--- src/logic/mips_pkg.sv ---
`default_nettype none

package mips_pkg;

    localparam int DATA_W = 32;
    localparam int REG_AW = 5;
    localparam int INST_W = 32;

    typedef enum logic [5:0] {
        OP_SPECIAL = 6'b000000,
        OP_ADDI    = 6'b001000,
        OP_ADDIU   = 6'b001001,
        OP_SLTI    = 6'b001010,
        OP_SLTIU   = 6'b001011,
        OP_ANDI    = 6'b001100,
        OP_ORI     = 6'b001101,
        OP_XORI    = 6'b001110,
        OP_LUI     = 6'b001111,
        OP_PREF    = 6'b110011
    } opcode_e;

    typedef enum logic [5:0] {
        FN_SLL  = 6'b000000,
        FN_SRL  = 6'b000010,
        FN_SRA  = 6'b000011,
        FN_SLLV = 6'b000100,
        FN_SRLV = 6'b000110,
        FN_SRAV = 6'b000111,
        FN_MOVZ = 6'b001010,
        FN_MOVN = 6'b001011,
        FN_SYNC = 6'b001111,
        FN_ADD  = 6'b100000,
        FN_ADDU = 6'b100001,
        FN_SUB  = 6'b100010,
        FN_SUBU = 6'b100011,
        FN_AND  = 6'b100100,
        FN_OR   = 6'b100101,
        FN_XOR  = 6'b100110,
        FN_NOR  = 6'b100111,
        FN_SLT  = 6'b101010,
        FN_SLTU = 6'b101011
    } funct_e;

    typedef enum logic [3:0] {
        ALU_NOP, ALU_OR, ALU_AND, ALU_XOR, ALU_NOR,
        ALU_SLL, ALU_SRL, ALU_SRA,
        ALU_ADD, ALU_SUB, ALU_SLT, ALU_SLTU,
        ALU_MOVZ, ALU_MOVN
    } aluop_e;

    typedef enum logic [2:0] {
        SEL_NOP, SEL_LOGIC, SEL_SHIFT, SEL_ARITH, SEL_MOVE
    } alusel_e;

endpackage

`default_nettype wire

--- src/logic/regfile.sv ---
`timescale 1ns/1ps
`default_nettype none

module regfile (
    input  wire                          clk,
    input  wire                          rst_n_i,
    input  wire                          we_i,
    input  wire [mips_pkg::REG_AW-1:0]   waddr_i,
    input  wire [mips_pkg::DATA_W-1:0]   wdata_i,
    input  wire [mips_pkg::REG_AW-1:0]   raddr1_i,
    input  wire [mips_pkg::REG_AW-1:0]   raddr2_i,
    output logic [mips_pkg::DATA_W-1:0]  rdata1_o,
    output logic [mips_pkg::DATA_W-1:0]  rdata2_o
);

    localparam int DEPTH = 1 << mips_pkg::REG_AW;

    logic [mips_pkg::DATA_W-1:0] regs [DEPTH];

    always_ff @(posedge clk) begin
        if (!rst_n_i) begin
            for (int i = 0; i < DEPTH; i++) begin
                regs[i] <= '0;
            end
        end else if (we_i && (waddr_i != '0)) begin
            regs[waddr_i] <= wdata_i; // r0 stays zero
        end
    end

    assign rdata1_o = regs[raddr1_i];
    assign rdata2_o = regs[raddr2_i];

endmodule

`default_nettype wire

--- src/logic/operand_sel.sv ---
`timescale 1ns/1ps
`default_nettype none

module operand_sel (
    input  wire                          read_i,
    input  wire [mips_pkg::REG_AW-1:0]   addr_i,
    input  wire [mips_pkg::DATA_W-1:0]   rf_data_i,
    input  wire [mips_pkg::DATA_W-1:0]   imm_i,
    input  wire                          ex_we_i,
    input  wire [mips_pkg::REG_AW-1:0]   ex_wd_i,
    input  wire [mips_pkg::DATA_W-1:0]   ex_data_i,
    input  wire                          mem_we_i,
    input  wire [mips_pkg::REG_AW-1:0]   mem_wd_i,
    input  wire [mips_pkg::DATA_W-1:0]   mem_data_i,
    output logic [mips_pkg::DATA_W-1:0]  operand_o
);

    // Youngest producer wins
    always_comb begin
        if (!read_i) begin
            operand_o = imm_i;
        end else if (ex_we_i && (ex_wd_i == addr_i)) begin
            operand_o = ex_data_i;
        end else if (mem_we_i && (mem_wd_i == addr_i)) begin
            operand_o = mem_data_i;
        end else begin
            operand_o = rf_data_i;
        end
    end

endmodule

`default_nettype wire

--- src/logic/id_ctrl.sv ---
`timescale 1ns/1ps
`default_nettype none

module id_ctrl (
    input  wire                          clk,
    input  wire                          rst_n_i,
    input  wire                          inst_valid_i,
    input  wire [mips_pkg::INST_W-1:0]   inst_i,
    input  wire                          wb_ready_i,
    output logic                         inst_ready_o,
    output logic                         advance_o,
    output logic                         reg1_read_o,
    output logic                         reg2_read_o,
    output logic [mips_pkg::REG_AW-1:0]  reg1_addr_o,
    output logic [mips_pkg::REG_AW-1:0]  reg2_addr_o,
    output logic [mips_pkg::DATA_W-1:0]  imm_o,
    output mips_pkg::aluop_e             aluop_o,
    output mips_pkg::alusel_e            alusel_o,
    output logic [mips_pkg::REG_AW-1:0]  wd_o,
    output logic                         wreg_o,
    output logic                         invalid_o,
    output logic                         ex_valid_o,
    output logic                         mem_valid_o
);

    mips_pkg::opcode_e op;
    mips_pkg::funct_e  fn;
    logic [4:0]        rs;
    logic [4:0]        rt;
    logic [4:0]        rd;
    logic [4:0]        shamt;
    logic              is_imm;
    logic              wr;
    logic              valid_enc;

    assign op     = mips_pkg::opcode_e'(inst_i[31:26]);
    assign fn     = mips_pkg::funct_e'(inst_i[5:0]);
    assign rs     = inst_i[25:21];
    assign rt     = inst_i[20:16];
    assign rd     = inst_i[15:11];
    assign shamt  = inst_i[10:6];
    assign is_imm = (inst_i[31:29] == 3'b001); // ADDI through LUI

    assign reg1_addr_o = rs;
    assign reg2_addr_o = rt;

    always_comb begin
        aluop_o     = mips_pkg::ALU_NOP;
        reg1_read_o = 1'b0;
        reg2_read_o = 1'b0;
        wd_o        = rd;
        wr          = 1'b0;
        valid_enc   = 1'b0;
        imm_o       = '0;
        if (is_imm) begin
            reg1_read_o = (op != mips_pkg::OP_LUI);
            wd_o        = rt;
            wr          = 1'b1;
            valid_enc   = 1'b1;
            if (op == mips_pkg::OP_LUI) begin
                imm_o = {inst_i[15:0], 16'h0};
            end else if (inst_i[28]) begin
                imm_o = {16'h0, inst_i[15:0]}; // Logic immediates zero-extend
            end else begin
                imm_o = {{16{inst_i[15]}}, inst_i[15:0]};
            end
        end
        case (op)
            mips_pkg::OP_SPECIAL: begin
                reg1_read_o = 1'b1;
                reg2_read_o = 1'b1;
                wr          = 1'b1;
                valid_enc   = (shamt == 5'd0);
                case (fn)
                    mips_pkg::FN_OR:   aluop_o = mips_pkg::ALU_OR;
                    mips_pkg::FN_AND:  aluop_o = mips_pkg::ALU_AND;
                    mips_pkg::FN_XOR:  aluop_o = mips_pkg::ALU_XOR;
                    mips_pkg::FN_NOR:  aluop_o = mips_pkg::ALU_NOR;
                    mips_pkg::FN_SLLV: aluop_o = mips_pkg::ALU_SLL;
                    mips_pkg::FN_SRLV: aluop_o = mips_pkg::ALU_SRL;
                    mips_pkg::FN_SRAV: aluop_o = mips_pkg::ALU_SRA;
                    mips_pkg::FN_ADD, mips_pkg::FN_ADDU: aluop_o = mips_pkg::ALU_ADD;
                    mips_pkg::FN_SUB, mips_pkg::FN_SUBU: aluop_o = mips_pkg::ALU_SUB;
                    mips_pkg::FN_SLT:  aluop_o = mips_pkg::ALU_SLT;
                    mips_pkg::FN_SLTU: aluop_o = mips_pkg::ALU_SLTU;
                    mips_pkg::FN_MOVZ: aluop_o = mips_pkg::ALU_MOVZ; // Write enable settled in ALU
                    mips_pkg::FN_MOVN: aluop_o = mips_pkg::ALU_MOVN;
                    mips_pkg::FN_SLL, mips_pkg::FN_SRL, mips_pkg::FN_SRA: begin
                        aluop_o     = (fn == mips_pkg::FN_SLL) ? mips_pkg::ALU_SLL :
                                      (fn == mips_pkg::FN_SRL) ? mips_pkg::ALU_SRL :
                                                                 mips_pkg::ALU_SRA;
                        reg1_read_o = 1'b0; // Shift amount comes in as the immediate
                        imm_o       = {27'd0, shamt};
                        valid_enc   = (rs == 5'd0);
                    end
                    mips_pkg::FN_SYNC: begin
                        reg1_read_o = 1'b0;
                        reg2_read_o = 1'b0;
                        wr          = 1'b0;
                        valid_enc   = 1'b1;
                    end
                    default: begin
                        wr        = 1'b0;
                        valid_enc = 1'b0;
                    end
                endcase
            end
            mips_pkg::OP_PREF:              valid_enc = 1'b1;
            mips_pkg::OP_ORI, mips_pkg::OP_LUI: aluop_o = mips_pkg::ALU_OR;
            mips_pkg::OP_ANDI:              aluop_o = mips_pkg::ALU_AND;
            mips_pkg::OP_XORI:              aluop_o = mips_pkg::ALU_XOR;
            mips_pkg::OP_ADDI, mips_pkg::OP_ADDIU: aluop_o = mips_pkg::ALU_ADD;
            mips_pkg::OP_SLTI:              aluop_o = mips_pkg::ALU_SLT;
            mips_pkg::OP_SLTIU:             aluop_o = mips_pkg::ALU_SLTU;
            default: ;
        endcase
    end

    always_comb begin
        case (aluop_o)
            mips_pkg::ALU_OR, mips_pkg::ALU_AND,
            mips_pkg::ALU_XOR, mips_pkg::ALU_NOR:   alusel_o = mips_pkg::SEL_LOGIC;
            mips_pkg::ALU_SLL, mips_pkg::ALU_SRL,
            mips_pkg::ALU_SRA:                      alusel_o = mips_pkg::SEL_SHIFT;
            mips_pkg::ALU_ADD, mips_pkg::ALU_SUB,
            mips_pkg::ALU_SLT, mips_pkg::ALU_SLTU:  alusel_o = mips_pkg::SEL_ARITH;
            mips_pkg::ALU_MOVZ, mips_pkg::ALU_MOVN: alusel_o = mips_pkg::SEL_MOVE;
            default:                                alusel_o = mips_pkg::SEL_NOP;
        endcase
    end

    assign wreg_o    = wr & valid_enc & (wd_o != 5'd0); // Invalid encodings and r0 never write
    assign invalid_o = ~valid_enc;

    // Stall only when the memory stage is full and writeback is blocked
    assign advance_o    = ~mem_valid_o | wb_ready_i;
    assign inst_ready_o = advance_o;

    always_ff @(posedge clk) begin
        if (!rst_n_i) begin
            ex_valid_o  <= 1'b0;
            mem_valid_o <= 1'b0;
        end else if (advance_o) begin
            ex_valid_o  <= inst_valid_i;
            mem_valid_o <= ex_valid_o;
        end
    end

endmodule

`default_nettype wire

--- src/logic/exec_pipe.sv ---
`timescale 1ns/1ps
`default_nettype none

module exec_pipe (
    input  wire                          clk,
    input  wire                          rst_n_i,
    input  wire                          advance_i,
    input  wire                          ex_valid_i,
    input  wire                          mem_valid_i,
    input  wire mips_pkg::aluop_e        aluop_i,
    input  wire mips_pkg::alusel_e       alusel_i,
    input  wire [mips_pkg::REG_AW-1:0]   wd_i,
    input  wire                          wreg_i,
    input  wire                          invalid_i,
    input  wire [mips_pkg::DATA_W-1:0]   reg1_i,
    input  wire [mips_pkg::DATA_W-1:0]   reg2_i,
    output logic                         ex_we_o,
    output logic [mips_pkg::REG_AW-1:0]  ex_wd_o,
    output logic [mips_pkg::DATA_W-1:0]  ex_data_o,
    output logic                         mem_we_o,
    output logic [mips_pkg::REG_AW-1:0]  mem_wd_o,
    output logic [mips_pkg::DATA_W-1:0]  mem_data_o,
    output logic                         wb_invalid_o
);

    mips_pkg::aluop_e            ex_aluop;
    mips_pkg::alusel_e           ex_alusel;
    logic                        ex_wreg;
    logic                        ex_invalid;
    logic [mips_pkg::DATA_W-1:0] ex_reg1;
    logic [mips_pkg::DATA_W-1:0] ex_reg2;
    logic [mips_pkg::DATA_W-1:0] logic_res;
    logic [mips_pkg::DATA_W-1:0] shift_res;
    logic [mips_pkg::DATA_W-1:0] arith_res;
    logic                        cond_we;
    logic                        ex_we_raw;
    logic                        mem_we;
    logic                        mem_invalid;

    always_ff @(posedge clk) begin
        if (!rst_n_i) begin
            ex_wreg    <= 1'b0;
            ex_invalid <= 1'b0;
        end else if (advance_i) begin
            ex_wreg    <= wreg_i;
            ex_invalid <= invalid_i;
        end
    end

    always_ff @(posedge clk) begin
        if (advance_i) begin
            ex_aluop  <= aluop_i;
            ex_alusel <= alusel_i;
            ex_wd_o   <= wd_i;
            ex_reg1   <= reg1_i;
            ex_reg2   <= reg2_i;
        end
    end

    always_comb begin
        logic_res = '0;
        shift_res = '0;
        arith_res = '0;
        case (ex_aluop)
            mips_pkg::ALU_OR:   logic_res = ex_reg1 | ex_reg2;
            mips_pkg::ALU_AND:  logic_res = ex_reg1 & ex_reg2;
            mips_pkg::ALU_XOR:  logic_res = ex_reg1 ^ ex_reg2;
            mips_pkg::ALU_NOR:  logic_res = ~(ex_reg1 | ex_reg2);
            mips_pkg::ALU_SLL:  shift_res = ex_reg2 << ex_reg1[4:0];
            mips_pkg::ALU_SRL:  shift_res = ex_reg2 >> ex_reg1[4:0];
            mips_pkg::ALU_SRA:  shift_res = $unsigned($signed(ex_reg2) >>> ex_reg1[4:0]);
            mips_pkg::ALU_ADD:  arith_res = ex_reg1 + ex_reg2; // No overflow trap
            mips_pkg::ALU_SUB:  arith_res = ex_reg1 - ex_reg2;
            mips_pkg::ALU_SLT:  arith_res = {31'd0, $signed(ex_reg1) < $signed(ex_reg2)};
            mips_pkg::ALU_SLTU: arith_res = {31'd0, ex_reg1 < ex_reg2};
            default: ;
        endcase
    end

    always_comb begin
        case (ex_alusel)
            mips_pkg::SEL_LOGIC: ex_data_o = logic_res;
            mips_pkg::SEL_SHIFT: ex_data_o = shift_res;
            mips_pkg::SEL_ARITH: ex_data_o = arith_res;
            mips_pkg::SEL_MOVE:  ex_data_o = ex_reg1;
            default:             ex_data_o = '0;
        endcase
    end

    // MOVZ/MOVN write only when the forwarded rt matches the condition
    assign cond_we   = (ex_aluop == mips_pkg::ALU_MOVZ) ? (ex_reg2 == '0) :
                       (ex_aluop == mips_pkg::ALU_MOVN) ? (ex_reg2 != '0) : 1'b1;
    assign ex_we_raw = ex_wreg & cond_we;
    assign ex_we_o   = ex_valid_i & ex_we_raw;

    always_ff @(posedge clk) begin
        if (!rst_n_i) begin
            mem_we      <= 1'b0;
            mem_invalid <= 1'b0;
        end else if (advance_i) begin
            mem_we      <= ex_we_raw;
            mem_invalid <= ex_invalid;
        end
    end

    always_ff @(posedge clk) begin
        if (advance_i) begin
            mem_wd_o   <= ex_wd_o;
            mem_data_o <= ex_data_o;
        end
    end

    assign mem_we_o     = mem_valid_i & mem_we;
    assign wb_invalid_o = mem_valid_i & mem_invalid;

endmodule

`default_nettype wire

--- src/logic/mips_id_core.sv ---
`timescale 1ns/1ps
`default_nettype none

module mips_id_core (
    input  wire                          clk,
    input  wire                          rst_n_i,
    input  wire                          inst_valid_i,
    input  wire [mips_pkg::INST_W-1:0]   inst_i,
    output logic                         inst_ready_o,
    output logic                         wb_valid_o,
    input  wire                          wb_ready_i,
    output logic                         wb_we_o,
    output logic [mips_pkg::REG_AW-1:0]  wb_addr_o,
    output logic [mips_pkg::DATA_W-1:0]  wb_data_o,
    output logic                         wb_invalid_o
);

    logic                        advance;
    logic                        reg1_read;
    logic                        reg2_read;
    logic [mips_pkg::REG_AW-1:0] reg1_addr;
    logic [mips_pkg::REG_AW-1:0] reg2_addr;
    logic [mips_pkg::DATA_W-1:0] imm;
    mips_pkg::aluop_e            aluop;
    mips_pkg::alusel_e           alusel;
    logic [mips_pkg::REG_AW-1:0] wd;
    logic                        wreg;
    logic                        invalid;
    logic                        ex_valid;
    logic                        mem_valid;
    logic [mips_pkg::DATA_W-1:0] rf_data1;
    logic [mips_pkg::DATA_W-1:0] rf_data2;
    logic [mips_pkg::DATA_W-1:0] reg1;
    logic [mips_pkg::DATA_W-1:0] reg2;
    logic                        ex_we;
    logic [mips_pkg::REG_AW-1:0] ex_wd;
    logic [mips_pkg::DATA_W-1:0] ex_data;
    logic                        rf_we;

    id_ctrl u_id_ctrl (
        .clk          (clk),
        .rst_n_i      (rst_n_i),
        .inst_valid_i (inst_valid_i),
        .inst_i       (inst_i),
        .wb_ready_i   (wb_ready_i),
        .inst_ready_o (inst_ready_o),
        .advance_o    (advance),
        .reg1_read_o  (reg1_read),
        .reg2_read_o  (reg2_read),
        .reg1_addr_o  (reg1_addr),
        .reg2_addr_o  (reg2_addr),
        .imm_o        (imm),
        .aluop_o      (aluop),
        .alusel_o     (alusel),
        .wd_o         (wd),
        .wreg_o       (wreg),
        .invalid_o    (invalid),
        .ex_valid_o   (ex_valid),
        .mem_valid_o  (mem_valid)
    );

    // Commit on the writeback handshake
    assign rf_we = wb_valid_o & wb_ready_i & wb_we_o;

    regfile u_regfile (
        .clk      (clk),
        .rst_n_i  (rst_n_i),
        .we_i     (rf_we),
        .waddr_i  (wb_addr_o),
        .wdata_i  (wb_data_o),
        .raddr1_i (reg1_addr),
        .raddr2_i (reg2_addr),
        .rdata1_o (rf_data1),
        .rdata2_o (rf_data2)
    );

    operand_sel u_operand_sel_1 (
        .read_i     (reg1_read),
        .addr_i     (reg1_addr),
        .rf_data_i  (rf_data1),
        .imm_i      (imm),
        .ex_we_i    (ex_we),
        .ex_wd_i    (ex_wd),
        .ex_data_i  (ex_data),
        .mem_we_i   (wb_we_o),
        .mem_wd_i   (wb_addr_o),
        .mem_data_i (wb_data_o),
        .operand_o  (reg1)
    );

    operand_sel u_operand_sel_2 (
        .read_i     (reg2_read),
        .addr_i     (reg2_addr),
        .rf_data_i  (rf_data2),
        .imm_i      (imm),
        .ex_we_i    (ex_we),
        .ex_wd_i    (ex_wd),
        .ex_data_i  (ex_data),
        .mem_we_i   (wb_we_o),
        .mem_wd_i   (wb_addr_o),
        .mem_data_i (wb_data_o),
        .operand_o  (reg2)
    );

    exec_pipe u_exec_pipe (
        .clk          (clk),
        .rst_n_i      (rst_n_i),
        .advance_i    (advance),
        .ex_valid_i   (ex_valid),
        .mem_valid_i  (mem_valid),
        .aluop_i      (aluop),
        .alusel_i     (alusel),
        .wd_i         (wd),
        .wreg_i       (wreg),
        .invalid_i    (invalid),
        .reg1_i       (reg1),
        .reg2_i       (reg2),
        .ex_we_o      (ex_we),
        .ex_wd_o      (ex_wd),
        .ex_data_o    (ex_data),
        .mem_we_o     (wb_we_o),
        .mem_wd_o     (wb_addr_o),
        .mem_data_o   (wb_data_o),
        .wb_invalid_o (wb_invalid_o)
    );

    assign wb_valid_o = mem_valid;

endmodule

`default_nettype wire

--- config.mk ---
export PLATFORM = sky130hd
export DESIGN_NAME = mips_id_core
export DESIGN_NICKNAME = d
export VERILOG_FILES = /design/src/logic/mips_pkg.sv /design/src/logic/regfile.sv /design/src/logic/operand_sel.sv /design/src/logic/id_ctrl.sv /design/src/logic/exec_pipe.sv /design/src/logic/mips_id_core.sv
export SDC_FILE = /design/constraint.sdc
export NUM_CORES = 2
export LEC_CHECK = 0
export BUFFER_PORTS_ARGS = -buffer_cell sky130_fd_sc_hd__buf_2
export CORE_UTILIZATION = 50
export DETAILED_ROUTE_END_ITERATION = 7
export PLACE_DENSITY = 0.65
export SKIP_LAST_GASP = 1
export SLEW_MARGIN = 20
export SYNTH_ARGS = -nofsm -noshare
export SYNTH_HDL_FRONTEND = slang
export SYNTH_HIERARCHICAL = 1
export SYNTH_SLANG_ARGS = --single-unit
--- constraint.sdc ---
create_clock -name clk -period 4.8 [get_ports clk]
set_input_delay 0.48 -clock clk [delete_from_list [all_inputs] [get_ports clk]]
set_output_delay 0.48 -clock clk [all_outputs]
set_load 0.005 [all_outputs]
==> run summary <==
Hold is met by 0.180 ns. The tools report the startpoint of the worst hold path as inst_i[16]. The power per cell area was 325 mW/mm^2. The length of routed wiring on met1 is 111000 microns. Cells with a size suffix above 1 make up 11.7% of the layout. Path type of the worst min-delay path: input port to register. Along the worst path, the maximum fanout reaches 9. The overall power came out at 25.9 mW.

The cell family contributing the most delay on the critical path is compound AO/OA/AOI/OAI gates. Across the VDD grid, the largest voltage drop is 0.343 mV. The core box area came out at 0.142 sq mm. The library cell used most frequently in the layout, excluding fill and tap cells, is mux2i_1.

The logs give 6 for the number of warnings issued by yosys and 0 for the count of maximum capacitance violations. The signal on the critical path passes through inv_1 -> ha_1 -> nor2_1 -> o311ai_1 -> a211oi_1 -> o2111ai_1 -> and2_1 -> o311a_1 -> a2111oi_2 -> a21o_1 -> o41ai_1 -> nand3_1 -> o221ai_2. Global routing finished with a remaining overflow of 0. The top cell types in the final layout, fill and taps aside, are mux2i_1 (1157), edfxtp_1 (1137), and2_1 (1001). A synthesized cell averages 10.9 sq um.

Net switching is 29.4% of the power. Number of I/O port buffers: 76. In the synthesized netlist, the number of instances is 6606.

Along the worst hold path, the cell count comes to 3. The tools report the detailed route wirelength on metal3 as 31600 microns. The minimum period implied by the final worst setup slack is 4.27 ns, and the delay of the slowest cell on the worst path is 0.75 ns. The proportion of synthesized flip-flops having asynchronous set or reset works out to 0%.

In the routed layout, each cell is associated on average with a via count of 6.70. The floorplan step set the die height to 382 microns. The filler cell count in the final layout is 12000, and the number of cells on the worst reg-to-reg path is 13. The detailed router used layers up to and including met5. The tools report the slack of the worst reg-to-reg path as 0.53 ns.

The floorplan step set the die width to 382 microns. No sink is reached through more buffers than the 3 on the longest clock path. The setup slack of the critical path after layout was 0.533 ns; the final routed DRC violation total was 1.

The pre-CTS setup slack was 0.693 ns. Setup repair after global routing left no endpoint under its margin. The first detailed-routing pass ran for 8 iterations. The worst setup path is launched from a register. Of the available clock period, the critical path in the final layout requires 88.9%.

The checks that failed: DRC. The worst register-to-register path begins at u_exec_pipe/ex_reg2[3]. Yosys attributes the largest share of cell area to edfxtp_1 (47%), mux2i_1 (16%), and2_1 (8.7%).

The synthesized design spends more area on one cell type than any other, namely edfxtp_1. The count of endpoints failing hold in the final timing report was 0; the count of routing violations after the opening detailed-route iteration was 7855. During I/O placement, the number of pins put on the boundary was 77.

Predominant post-synthesis flop cell: edfxtp_1. The clock drives 1143 sinks. The non-filler instance count after layout was 8533. Internal power comes to 18.3 mW. The worst pin sits at a relative slew slack of 12.7%. Across all layers, the routed design uses 57200 vias. In this run, post-CTS repair resized a total of 0 instances. Entering global routing, the biggest net connects 80 pins.

The endpoint of the worst hold-timing path was u_exec_pipe/ex_wd_o[0]. For the sequential cell fraction of total power, the log shows 45.3%. The run gives 5.32 ns as the required time of the critical path. The slowest stage cell on the critical path was a211oi_1. Sequential cells were found to cover 47.5% of the synthesized design area.

Per report_power, the combinational group accounts for 16.8% of the total. The number of placed instances, taps included, is 8289. For the worst path arrival time, the log shows 4.78 ns. The tools report the end of the worst register-to-register path as u_exec_pipe/ex_reg1[17].

The run finished, with violations left. The total leakage power came out at 31.4 nW. The logs give 6675 for the final net count and 0.0721 sq mm for the netlist area before placement. After legalization and detailed placement, the total HPWL measured 183000 microns.

Counting flops and latches in the post-synthesis netlist gives 1143. In this run, CTS created clock tree buffers numbering 132. Number of global-route vias before repair: 54200. The effective utilization at floorplan was 50.7%. The count of distinct cell types in the synthesized netlist is 102.

The master cell of the clock root buffer was clkbuf_16. The run gives 275000 microns as the sum of routed wire length over all layers. STA classifies the critical path endpoint as a register. The die area came out at 0.146 sq mm. The average wire per cell in the routed design was 32.3 microns; the total met2 wirelength after detailed routing was 118000 microns. The tools report the switching power as 7.59 mW. Relative to the synthesized area, the layout overhead comes to 10.3%.

The clock network accounts for 38.0% of the total power. On the final layout, the worst clock skew is 0.0417 ns. Total of endpoints with negative setup slack in the final report: 0.

TritonCTS built the clock tree. The critical path is of the register to register type. The critical path buffer and inverter count is 1, and the total number of H-tree levels is 4. For the remaining antenna violation count, the log shows 0. Number of standard-cell rows in the floorplan: 138.

The number of enable-type register cells in the synthesized netlist works out to 1137. The maximum frequency from static timing analysis came out at 234 MHz. For the clock network latency to the later pin of the worst-skew pair, the log shows 0.80 ns.

For the first-pass GRT wire length, the log shows 389000 microns. The max-slew violation total from the final report is 0. Summed over all failing endpoints, the final setup total negative slack is 0 ns. The measured slew at the worst slew-check pin was 1.30 ns; the area share of the largest cell type after synthesis was 47.4%. The initial antenna violation count was 15. After clock tree synthesis, the clock-pin slew on the worst setup and hold paths is 0.07 ns. The final RePlAce weighted congestion is 1.08, and the global router's overall resource usage is 36.8%.
## final cells by class
type	instances	area, sq um	share of cell area (%)
antenna	6	15.0	0.0189
sequential	1143	34300	43.1
clock inverter	67	643	0.809
multi-input combinational	4729	34900	43.9
tap	1890	2360	2.97
timing repair buffer	388	3300	4.15
clock buffer	167	3460	4.35
inverter	143	537	0.675
## through the flow
stage          util, %  area, sq um
2_1_floorplan        -        72200
3_3_place_gp      52.9        75300
3_5_place_dp      52.9        75300
4_1_cts           55.8        79400
5_1_grt           55.9        79500
6_report          55.9        79500
## timing repair
item | in CTS | in global routing
hold buffers | 1 | 0
buffers inserted | 0 | 0
endpoints found under the setup margin | 0 | 0
endpoints found under the hold margin | 1 | 0
## logic make-up (layout without fill, tap and decap cells)
family	Yosys count	after routing	synth area share [%]
adders and majority gates	102	102	1.79
and+or+nand+nor	2090	2090	15.8
DFF	1143	1143	47.5
AOI/OAI and AO/OA	1273	1273	12.3
xor gates and xnor gates	27	27	0.328
buffers and inverters	765	765	4.97
other	1	38	0.00520
muxes	1205	1205	17.2
## power by group through the flow
stage / registers (mW) / logic (mW) / clock network, mW
finish: 11.7 / 4.33 / 9.82
detailed placement: 11.9 / 4.16 / 0
global route: 11.7 / 4.51 / 10.3
global placement: 11.9 / 4.14 / 0
CTS: 11.7 / 4.17 / 9.89
floorplan: 11.8 / 2.56 / 0
## layer usage
metal	up-vias	track usage (%)
met1	28500	50.6
li1	24300	-
met3	670	9.17
met4	14	18.3
met5	-	0
met2	3693	54.0
## synthesized netlist by cell type (8+ instances only)
library cell  count
nor3_1           91
clkbuf_1        348
buf_12            9
mux2i_1        1157
mux4_2           23
edfxtp_1       1137
inv_1           139
buf_4            76
a221oi_1         44
buf_6             9
buf_1            40
o21a_1           27
a21oi_1         343
clkbuf_2         21
xor2_1           18
and3_1           28
a22oi_1         204
a31oi_1         100
a22o_1          132
o22ai_1          16
xnor2_1           9
nor2_1          215
nor4_1           17
a221o_1          17
buf_2           115
nand2_1         334
a21o_1           27
o221ai_1         16
nand3_1         262
mux2_2           23
nand2b_1         17
o21ai_1          23
nor2b_1          48
o31ai_1          13
a211oi_1         29
o21ai_2           8
o21bai_1         15
or4_1             8
o21ai_0         128
and2_1         1003
ha_1            100
o211ai_1         26
o221ai_2         36
## flip-flops by register name (all words and copies together), names as in the netlist
| register | count |
|---|---|
| u_exec_pipe/mem_wd_o | 5 |
| u_exec_pipe/ex_aluop | 4 |
| u_exec_pipe/ex_alusel | 3 |
| u_exec_pipe/ex_reg1 | 32 |
| u_exec_pipe/mem_invalid | 1 |
| u_exec_pipe/ex_invalid | 1 |
| u_exec_pipe/ex_wreg | 1 |
| u_regfile/regs | 1024 |
| u_exec_pipe/ex_reg2 | 32 |
| u_id_ctrl/mem_valid_o | 1 |
| u_exec_pipe/mem_we | 1 |
| u_id_ctrl/ex_valid_o | 1 |
| u_exec_pipe/mem_data_o | 32 |
| u_exec_pipe/ex_wd_o | 5 |
## tightest hold or removal path, delay by kind of cell
kind	cells	cell delay, ns
buffers and inverters	1	0.18
and+or+nand+nor	2	0.13
## how the worst max path moves through the flow
| stage | end | from | slack, ns | cells past startpoint |
|---|---|---|---|---|
| 2_1_floorplan | u_exec_pipe/ex_reg1[28] | u_exec_pipe/ex_reg1[2] | 0.59 | 17 |
| 3_3_place_gp | u_exec_pipe/ex_reg1[3] | inst_i[23] | 0.66 | 10 |
| 3_5_place_dp | u_exec_pipe/ex_reg1[17] | u_exec_pipe/ex_reg2[1] | 0.69 | 13 |
| 4_1_cts | u_exec_pipe/ex_reg1[17] | u_exec_pipe/ex_reg2[1] | 0.70 | 13 |
| 5_1_grt | u_exec_pipe/ex_reg1[17] | u_exec_pipe/ex_reg2[1] | 0.23 | 13 |
| 6_report | u_exec_pipe/ex_reg1[17] | u_exec_pipe/ex_reg2[3] | 0.53 | 13 |
Note: power is estimated with default switching activity, not from simulation.
